### src/sys86_pkg.sv
package sys86_pkg;

	////////////////////
	// CPU side
	////////////////////

	// One bus cycle as the processor presents it
	typedef struct packed {
		logic [15:0] addr;
		logic [7:0]  wdata;
		logic        we;
	} cpu_bus_t;

	// Decoded destinations of a CPU access
	typedef enum logic [3:0] {
		REG_NONE,
		REG_SCROLL0,
		REG_SCROLL1,
		REG_OBJECT,
		REG_LATCH0,
		REG_LATCH1,
		REG_BACKCOLOR,
		REG_IRQ_ACK,
		REG_ROM_LO,
		REG_ROM_HI
	} region_e;

	// Captured request, held until the slot owner completes it
	typedef struct packed {
		logic        valid;
		region_e     region;
		logic [15:0] addr;
		logic [7:0]  wdata;
		logic        we;
	} decode_t;

	////////////////////
	// Address map
	////////////////////

	// Values of address bits 15-13
	localparam logic [2:0] PAGE_VIDEO_LO = 3'b000;
	localparam logic [2:0] PAGE_OBJECT   = 3'b001;
	localparam logic [2:0] PAGE_LATCH    = 3'b011;

endpackage

### src/phase_gen.sv
`timescale 1ns/1ps

module phase_gen #(
	parameter int N_CPU  = 2,
	parameter int SLOT_W = 1
) (
	input  logic              clk_6m,
	input  logic              rst,
	input  logic              vblank_n,
	output logic [SLOT_W-1:0] slot,
	output logic              slot_start,
	output logic              slot_act,
	output logic              vblank_start
);

	logic half;
	logic vblank_q;

	// Two clocks per slot, owners in turn
	always_ff @(posedge clk_6m) begin
		if (rst) begin
			half <= 1'b0;
			slot <= '0;
		end else begin
			half <= ~half;
			if (half) begin
				if (slot == SLOT_W'(N_CPU - 1)) begin
					slot <= '0;
				end else begin
					slot <= slot + 1'b1;
				end
			end
		end
	end

	assign slot_start = ~half;
	assign slot_act   = half;

	// Falling edge of vblank_n
	always_ff @(posedge clk_6m) begin
		if (rst) begin
			vblank_q <= 1'b1;
		end else begin
			vblank_q <= vblank_n;
		end
	end

	assign vblank_start = vblank_q & ~vblank_n;

	a_slot_range: assert property (@(posedge clk_6m) disable iff (rst)
		slot < N_CPU)
		else $error("slot index past last CPU");

endmodule

### src/cpu_decoder.sv
`timescale 1ns/1ps

module cpu_decoder (
	input  logic               clk_6m,
	input  logic               rst,
	input  logic               slot_start,
	input  logic               own_slot,
	input  logic               vblank_start,
	input  logic               req,
	input  sys86_pkg::cpu_bus_t bus,
	input  logic               done,
	output sys86_pkg::decode_t  dec,
	output logic               irq
);

	import sys86_pkg::*;

	decode_t dec_q;
	logic    wait_drop;
	logic    capture;
	logic    irq_ack;

	// Region from the CPU address
	function automatic region_e classify(input logic [15:0] a);
		region_e r;
		r = REG_NONE;
		if (a[15]) begin
			r = a[14] ? REG_ROM_HI : REG_ROM_LO;
		end else begin
			case (a[15:13])
				PAGE_VIDEO_LO: r = a[12] ? REG_SCROLL1 : REG_SCROLL0;
				PAGE_OBJECT:   r = REG_OBJECT;
				PAGE_LATCH: begin
					case (a[1:0])
						2'd0:    r = REG_LATCH0;
						2'd1:    r = REG_LATCH1;
						2'd2:    r = REG_BACKCOLOR;
						default: r = REG_IRQ_ACK;
					endcase
				end
				default:       r = REG_NONE;
			endcase
		end
		return r;
	endfunction

	assign capture = slot_start & own_slot & req & ~dec_q.valid & ~wait_drop;

	// Request latch
	always_ff @(posedge clk_6m) begin
		if (rst) begin
			dec_q.valid <= 1'b0;
		end else begin
			if (done) begin
				dec_q.valid <= 1'b0;
			end
			if (capture) begin
				dec_q.valid  <= 1'b1;
				dec_q.region <= classify(bus.addr);
				dec_q.addr   <= bus.addr;
				dec_q.wdata  <= bus.wdata;
				dec_q.we     <= bus.we;
			end
		end
	end

	// CPU must drop req before the next capture
	always_ff @(posedge clk_6m) begin
		if (rst) begin
			wait_drop <= 1'b0;
		end else if (done) begin
			wait_drop <= req;
		end else if (!req) begin
			wait_drop <= 1'b0;
		end
	end

	assign irq_ack = done & dec_q.we & (dec_q.region == REG_IRQ_ACK);

	// Vblank wins over a simultaneous ack
	always_ff @(posedge clk_6m) begin
		if (rst) begin
			irq <= 1'b0;
		end else if (vblank_start) begin
			irq <= 1'b1;
		end else if (irq_ack) begin
			irq <= 1'b0;
		end
	end

	assign dec = dec_q;

	a_done_valid: assert property (@(posedge clk_6m) disable iff (rst)
		done |-> dec_q.valid)
		else $error("done with no captured request");

endmodule

### src/bus_mux.sv
`timescale 1ns/1ps

module bus_mux #(
	parameter int N_CPU  = 2,
	parameter int SLOT_W = 1
) (
	input  logic                  clk_6m,
	input  logic                  rst,
	input  logic [SLOT_W-1:0]     slot,
	input  logic                  slot_act,
	input  sys86_pkg::decode_t    dec [N_CPU],
	input  logic [7:0]            vdata_in,
	input  logic [7:0]            rom_data,
	output logic [12:0]           vaddr,
	output logic [7:0]            vdata_out,
	output logic                  vwe_n,
	output logic                  scroll0_n,
	output logic                  scroll1_n,
	output logic                  object_n,
	output logic                  latch0_n,
	output logic                  latch1_n,
	output logic                  backcolor_n,
	output logic [7:0]            md,
	output logic [N_CPU-1:0]      cpu_done,
	output logic [N_CPU-1:0][7:0] cpu_rdata
);

	import sys86_pkg::*;

	decode_t    owner;
	logic       active;
	logic       on_bus;
	logic       is_rom;
	logic [7:0] read_byte;

	assign owner  = dec[slot];
	assign active = slot_act & owner.valid;
	assign is_rom = (owner.region == REG_ROM_LO) || (owner.region == REG_ROM_HI);

	// Regions that reach the shared video bus
	always_comb begin
		case (owner.region)
			REG_SCROLL0, REG_SCROLL1, REG_OBJECT,
			REG_LATCH0, REG_LATCH1, REG_BACKCOLOR: on_bus = 1'b1;
			default:                               on_bus = 1'b0;
		endcase
	end

	////////////////////
	// Video bus side
	////////////////////

	assign vaddr     = owner.addr[12:0];
	assign vdata_out = owner.wdata;
	assign vwe_n     = ~(active & on_bus & owner.we);

	assign scroll0_n   = ~(active && owner.region == REG_SCROLL0);
	assign scroll1_n   = ~(active && owner.region == REG_SCROLL1);
	assign object_n    = ~(active && owner.region == REG_OBJECT);
	assign latch0_n    = ~(active && owner.region == REG_LATCH0);
	assign latch1_n    = ~(active && owner.region == REG_LATCH1);
	assign backcolor_n = ~(active && owner.region == REG_BACKCOLOR);

	// Back color latch
	always_ff @(posedge clk_6m) begin
		if (rst) begin
			md <= 8'h00;
		end else if (active && owner.we && owner.region == REG_BACKCOLOR) begin
			md <= owner.wdata;
		end
	end

	////////////////////
	// Return to CPUs
	////////////////////

	always_comb begin
		read_byte = 8'h00;
		if (!owner.we) begin
			if (is_rom) begin
				read_byte = rom_data;
			end else if (on_bus) begin
				read_byte = vdata_in;
			end
		end
	end

	always_comb begin
		for (int i = 0; i < N_CPU; i++) begin
			cpu_done[i]  = active && (slot == SLOT_W'(i));
			cpu_rdata[i] = cpu_done[i] ? read_byte : 8'h00;
		end
	end

	a_one_strobe: assert property (@(posedge clk_6m) disable iff (rst)
		$onehot0(~{scroll0_n, scroll1_n, object_n, latch0_n, latch1_n, backcolor_n}))
		else $error("more than one chip strobe low");

endmodule

### src/rom_port.sv
`timescale 1ns/1ps

module rom_port #(
	parameter int N_CPU  = 2,
	parameter int SLOT_W = 1
) (
	input  logic               clk_6m,
	input  logic               rst,
	input  logic [SLOT_W-1:0]  slot,
	input  logic               slot_act,
	input  sys86_pkg::decode_t dec [N_CPU],
	output logic [14:0]        rom_addr,
	output logic [SLOT_W:0]    rom_bank,
	output logic               rom_ce_n
);

	import sys86_pkg::*;

	decode_t owner;
	logic    is_rom;
	logic    hi_bank;

	assign owner   = dec[slot];
	assign hi_bank = (owner.region == REG_ROM_HI);
	assign is_rom  = (owner.region == REG_ROM_LO) || hi_bank;

	// Bank is owner index with the LO/HI half below it
	assign rom_addr = owner.addr[14:0];
	assign rom_bank = {slot, hi_bank};

	// Reads only, a ROM write completes without touching the chip
	assign rom_ce_n = ~(slot_act & owner.valid & is_rom & ~owner.we);

	a_ce_single: assert property (@(posedge clk_6m) disable iff (rst)
		!rom_ce_n |=> rom_ce_n)
		else $error("rom_ce_n low for more than one cycle");

endmodule

### src/cpu_subsystem.sv
`timescale 1ns/1ps

module cpu_subsystem #(
	parameter int N_CPU  = 2,
	parameter int SLOT_W = (N_CPU > 1) ? $clog2(N_CPU) : 1
) (
	input  logic                           clk_6m,
	input  logic                           rst,

	// CPU buses
	input  sys86_pkg::cpu_bus_t [N_CPU-1:0] cpu_bus,
	input  logic [N_CPU-1:0]               cpu_req,
	output logic [N_CPU-1:0]               cpu_done,
	output logic [N_CPU-1:0][7:0]          cpu_rdata,
	output logic [N_CPU-1:0]               irq,

	// Shared video bus
	input  logic [7:0]                     vdata_in,
	input  logic                           vblank_n,
	output logic [12:0]                    vaddr,
	output logic [7:0]                     vdata_out,
	output logic                           vwe_n,
	output logic                           scroll0_n,
	output logic                           scroll1_n,
	output logic                           object_n,
	output logic                           latch0_n,
	output logic                           latch1_n,
	output logic [7:0]                     md,
	output logic                           backcolor_n,

	// Program ROM
	output logic [14:0]                    rom_addr,
	output logic [SLOT_W:0]                rom_bank,
	output logic                           rom_ce_n,
	input  logic [7:0]                     rom_data
);

	import sys86_pkg::*;

	logic [SLOT_W-1:0] slot;
	logic              slot_start;
	logic              slot_act;
	logic              vblank_start;
	decode_t           dec_bus [N_CPU];

	phase_gen #(
		.N_CPU  (N_CPU),
		.SLOT_W (SLOT_W)
	) u_phase_gen (
		.clk_6m       (clk_6m),
		.rst          (rst),
		.vblank_n     (vblank_n),
		.slot         (slot),
		.slot_start   (slot_start),
		.slot_act     (slot_act),
		.vblank_start (vblank_start)
	);

	// One decoder per CPU
	for (genvar i = 0; i < N_CPU; i++) begin : g_cpu
		cpu_decoder u_cpu_decoder (
			.clk_6m       (clk_6m),
			.rst          (rst),
			.slot_start   (slot_start),
			.own_slot     (slot == SLOT_W'(i)),
			.vblank_start (vblank_start),
			.req          (cpu_req[i]),
			.bus          (cpu_bus[i]),
			.done         (cpu_done[i]),
			.dec          (dec_bus[i]),
			.irq          (irq[i])
		);
	end

	bus_mux #(
		.N_CPU  (N_CPU),
		.SLOT_W (SLOT_W)
	) u_bus_mux (
		.clk_6m      (clk_6m),
		.rst         (rst),
		.slot        (slot),
		.slot_act    (slot_act),
		.dec         (dec_bus),
		.vdata_in    (vdata_in),
		.rom_data    (rom_data),
		.vaddr       (vaddr),
		.vdata_out   (vdata_out),
		.vwe_n       (vwe_n),
		.scroll0_n   (scroll0_n),
		.scroll1_n   (scroll1_n),
		.object_n    (object_n),
		.latch0_n    (latch0_n),
		.latch1_n    (latch1_n),
		.backcolor_n (backcolor_n),
		.md          (md),
		.cpu_done    (cpu_done),
		.cpu_rdata   (cpu_rdata)
	);

	rom_port #(
		.N_CPU  (N_CPU),
		.SLOT_W (SLOT_W)
	) u_rom_port (
		.clk_6m   (clk_6m),
		.rst      (rst),
		.slot     (slot),
		.slot_act (slot_act),
		.dec      (dec_bus),
		.rom_addr (rom_addr),
		.rom_bank (rom_bank),
		.rom_ce_n (rom_ce_n)
	);

endmodule

### config.mk
export PLATFORM = sky130hd
export DESIGN_NAME = cpu_subsystem
export DESIGN_NICKNAME = d
export VERILOG_FILES = /design/src/sys86_pkg.sv /design/src/phase_gen.sv /design/src/cpu_decoder.sv /design/src/bus_mux.sv /design/src/rom_port.sv /design/src/cpu_subsystem.sv
export SDC_FILE = /design/constraint.sdc
export NUM_CORES = 1
export LEC_CHECK = 0
export ABC_AREA = 1
export BUFFER_PORTS_ARGS = -buffer_cell sky130_fd_sc_hd__buf_2
export CORE_UTILIZATION = 45
export CTS_BUF_LIST = sky130_fd_sc_hd__clkbuf_16
export DETAILED_ROUTE_END_ITERATION = 8
export PLACE_DENSITY_LB_ADDON = 0.2
export SETUP_SLACK_MARGIN = 0.4
export SYNTH_ARGS = -nofsm -noshare
export SYNTH_HDL_FRONTEND = slang
export SYNTH_SLANG_ARGS = --single-unit
### constraint.sdc
create_clock -name clk_6m -period 7.9 [get_ports clk_6m]
set_input_delay 1.58 -clock clk_6m [delete_from_list [all_inputs] [get_ports clk_6m]]
set_output_delay 1.58 -clock clk_6m [all_outputs]
set_load 0.02 [all_outputs]
==> flow_metrics.tcl <==
set metrics [dict create \
    rr_worst_depth 6 \
    grt-ovfl-total 0 \
    numPortBuffers 144 \
    clock_latency_ns 0.32 \
    seq_power_share 0.427 \
    drtIter0Drc 139 \
    diodes 0 \
    postCtsSetupRepairBufs 0 \
    synth_warnings 0 \
    die-area_sq_um 7890 \
    setup.worst_path.start_class "flop" \
    seq_area_frac_synth 0.596 \
    cp-end-kind "primary output" \
    cts.sinks 73 \
    yosysTopAreaCell "edfxtp_1" \
    antenna_found_initial 0 \
    worstHoldPathType "flop to flop" \
    p_leak_nw 2.03 \
    maxCapViolCount 0 \
    min_path_cells 2 \
    num_rows 31 \
    rsz0062_at_grt "false" \
    intPower_uw 774 \
    drive_above_1_share 0.381 \
    power.switching_uw 234 \
    cts_buffers 9 \
    syn_to_final_growth_pct 29.8 \
    ys_types 31 \
    fin_nets 562 \
    synthTopCellsByArea "edfxtp_1, nand2_1, dfxtp_1, buf_4, nor2_1" \
    ys_async_sr_fraction 0 \
    slew-limit-headroom 0.398 \
    fin_tns_setup_ns 0 \
    status "finished clean" \
    finalCriticalPeriod_ns 3.97 \
    finClkSkew_ns 0.00744 \
    htree_levels 3 \
    gp_congestion 0.818 \
    detail-route-antenna-nets 0 \
    viasPerCell 4.66 \
    netlist_area_sq_um 3390 \
    post-dp-hpwl_um 5290 \
    grt_pass1_vias 2375 \
    combPwrFrac 0.127 \
    pwr-share-clk 0.446 \
    vdd_drop_max_mv 0.146 \
    pin_count 145 \
    grt_pass1_wl_um 10900 \
    clock_path_buffers 2 \
    avgSynthCellArea_sq_um 9.43 \
    grtUsageTotal 0.188 \
    synth-main-ff-cell "edfxtp_1" \
    clk_pin_slew_worst_paths_ns 0.06 \
    firstDrtPassIters 5 \
    r2r-start "u_phase_gen.slot$_SDFFE_PP0P_" \
    syn_inst 360 \
    netSwitchingFraction 0.232 \
    slew_viol_final 0 \
    finalHoldViolCount 0 \
    holdPathEnd "g_cpu[0].u_cpu_decoder.wait_drop$_SDFFE_PP0P_" \
    fp.dieW_um 88.8 \
    fmax_mhz 252 \
    die_h_um 88.8 \
    worstSetupPathType "flop to primary output" \
    tritoncts "built" \
    timing.final.ws_setup_ns 3.93 \
    synth_edf_count 56 \
    hp-start "g_cpu[0].u_cpu_decoder.wait_drop$_SDFFE_PP0P_" \
    crit_fanout 33 \
    dp_slack_ns 4.19 \
    start_util 0.468 \
    syn_nets 431 \
    cp.arrival_ns 2.39 \
    reg2reg_slack_ns 5.28 \
    fillCellCount 656 \
    drc 0 \
    ctsHoldBuffers 0 \
    synth_top_area_frac 0.496 \
    core_area_sq_um 7250 \
    wl_um 7280 \
    required_ns 6.32 \
    regToRegEndpoint "g_cpu[1].u_cpu_decoder.dec[11]$_DFFE_PP_" \
    setup_viol_count_final 0 \
    ys_ff_latch 73 \
    cts_root_buf "clkbuf_16" \
    wire_per_inst_um 12.2 \
    cts_resized 0 \
    p_per_area_nw_per_um2 229 \
    post-route-period-util 0.502 \
    grt_max_degree 34 \
    worst_pin_slew_ns 0.896 \
    vias 2772 \
]
==> metrics by stage <==
step	instance area (sq um)	hold WS, ns	util	cells	power (mW)
after floorplan	3390	0.431	-	360	0.530
after global placement	4070	0.447	0.561	579	0.566
after detailed placement	4070	0.447	0.561	579	0.568
after CTS	4410	0.455	0.607	595	1.02
after global routing	4410	0.475	0.607	595	1.05
final	4410	0.456	0.607	595	1.01
==> layout by cell type (no fill, tap or decap), types with 2 or more instances in the layout <==
cell and count:
nand2_1 145, nor3_1 3, inv_1 18, nand3_1 15, nor2_2 5, buf_2 144, inv_2 4, a21oi_1 14
o21ai_1 2, nor2_1 29, clkbuf_16 9, dfxtp_1 17, nand2_4 3, bufinv_16 3, o21ai_0 2, nand2_2 8
edfxtp_1 56, buf_4 3
==> cell families (layout without fill, tap and decap cells) <==
kind of cell	Yosys count	in the layout	synth area share
simple gates	215	215	0.278
compound gates	23	23	0.0409
buf+inv	49	185	0.0855
flops	73	73	0.596
==> synth_stat cells, types with 2 or more instances <==
cell type / n
a21oi_1: 14
buf_2: 3
buf_4: 20
buf_6: 3
dfxtp_1: 17
edfxtp_1: 56
inv_1: 17
inv_2: 4
nand2_1: 145
nand2_2: 8
nand2_4: 3
nand3_1: 15
nor2_1: 30
nor2_2: 4
nor3_1: 3
o21ai_0: 2
o21ai_1: 2
==> power by group through the flow <==
stage	Combinational (mW)	Sequential [mW]	Clock, mW
global placement	0.128	0.438	0
floorplan	0.0928	0.438	0
global route	0.141	0.432	0.475
finish	0.128	0.431	0.449
detailed placement	0.129	0.439	0
CTS	0.130	0.431	0.458
==> metal layers <==
metal	track usage	share of wire
met1	0.222	0.42
met2	0.333	0.50
met3	0.0485	0.070
met5	0	0
met4	0.0660	0.011
==> how the worst max path moves through the flow <==
stage          depth (start not counted)                     startpoint                                 endpoint  slack (ns)
3_5_place_dp                           6                    rom_data[5]                            cpu_rdata[13]        4.19
6_report                              12  u_phase_gen.slot$_SDFFE_PP0P_                            cpu_rdata[13]        3.93
3_3_place_gp                           6                    rom_data[5]                            cpu_rdata[13]        4.22
4_1_cts                               12  u_phase_gen.slot$_SDFFE_PP0P_                            cpu_rdata[13]        3.87
2_1_floorplan                          3                            rst  g_cpu[1].u_cpu_decoder.dec[0]$_DFFE_PP_        4.06
5_1_grt                               12  u_phase_gen.slot$_SDFFE_PP0P_                            cpu_rdata[13]        3.72
==> registers in the layout, summed over array words and instances (netlist names) <==
register                       flops
g_cpu.u_cpu_decoder.dec           58
g_cpu.u_cpu_decoder.irq            2
g_cpu.u_cpu_decoder.wait_drop      2
u_bus_mux.md                       8
u_phase_gen.slot                   1
u_phase_gen.slot_act               1
u_phase_gen.vblank_q               1
==> final cells by class <==
cell class              count  area (sq um)  area share
flip-flops and latches     73          2020       0.459
multi-input cells         238          1090       0.248
repair buffers            147           743       0.169
clock buffers               9           225      0.0511
well taps                  99           124      0.0281
clock inverters             7           111      0.0253
inverters                  22          87.6      0.0199
==> critical path, stage by stage, from the launching register on <==
cell and delay [ns]:
dfxtp_1 0.43, buf_4 0.39, inv_6 0.20, nand2_2 0.11, nand2_2 0.09, nor2_2 0.16, nand2_1 0.10, nand2_4 0.12
nand2_1 0.06, nand2_1 0.05, nand2_1 0.06, nor2_1 0.12, buf_2 0.17
(Power assumes the default switching activity.)
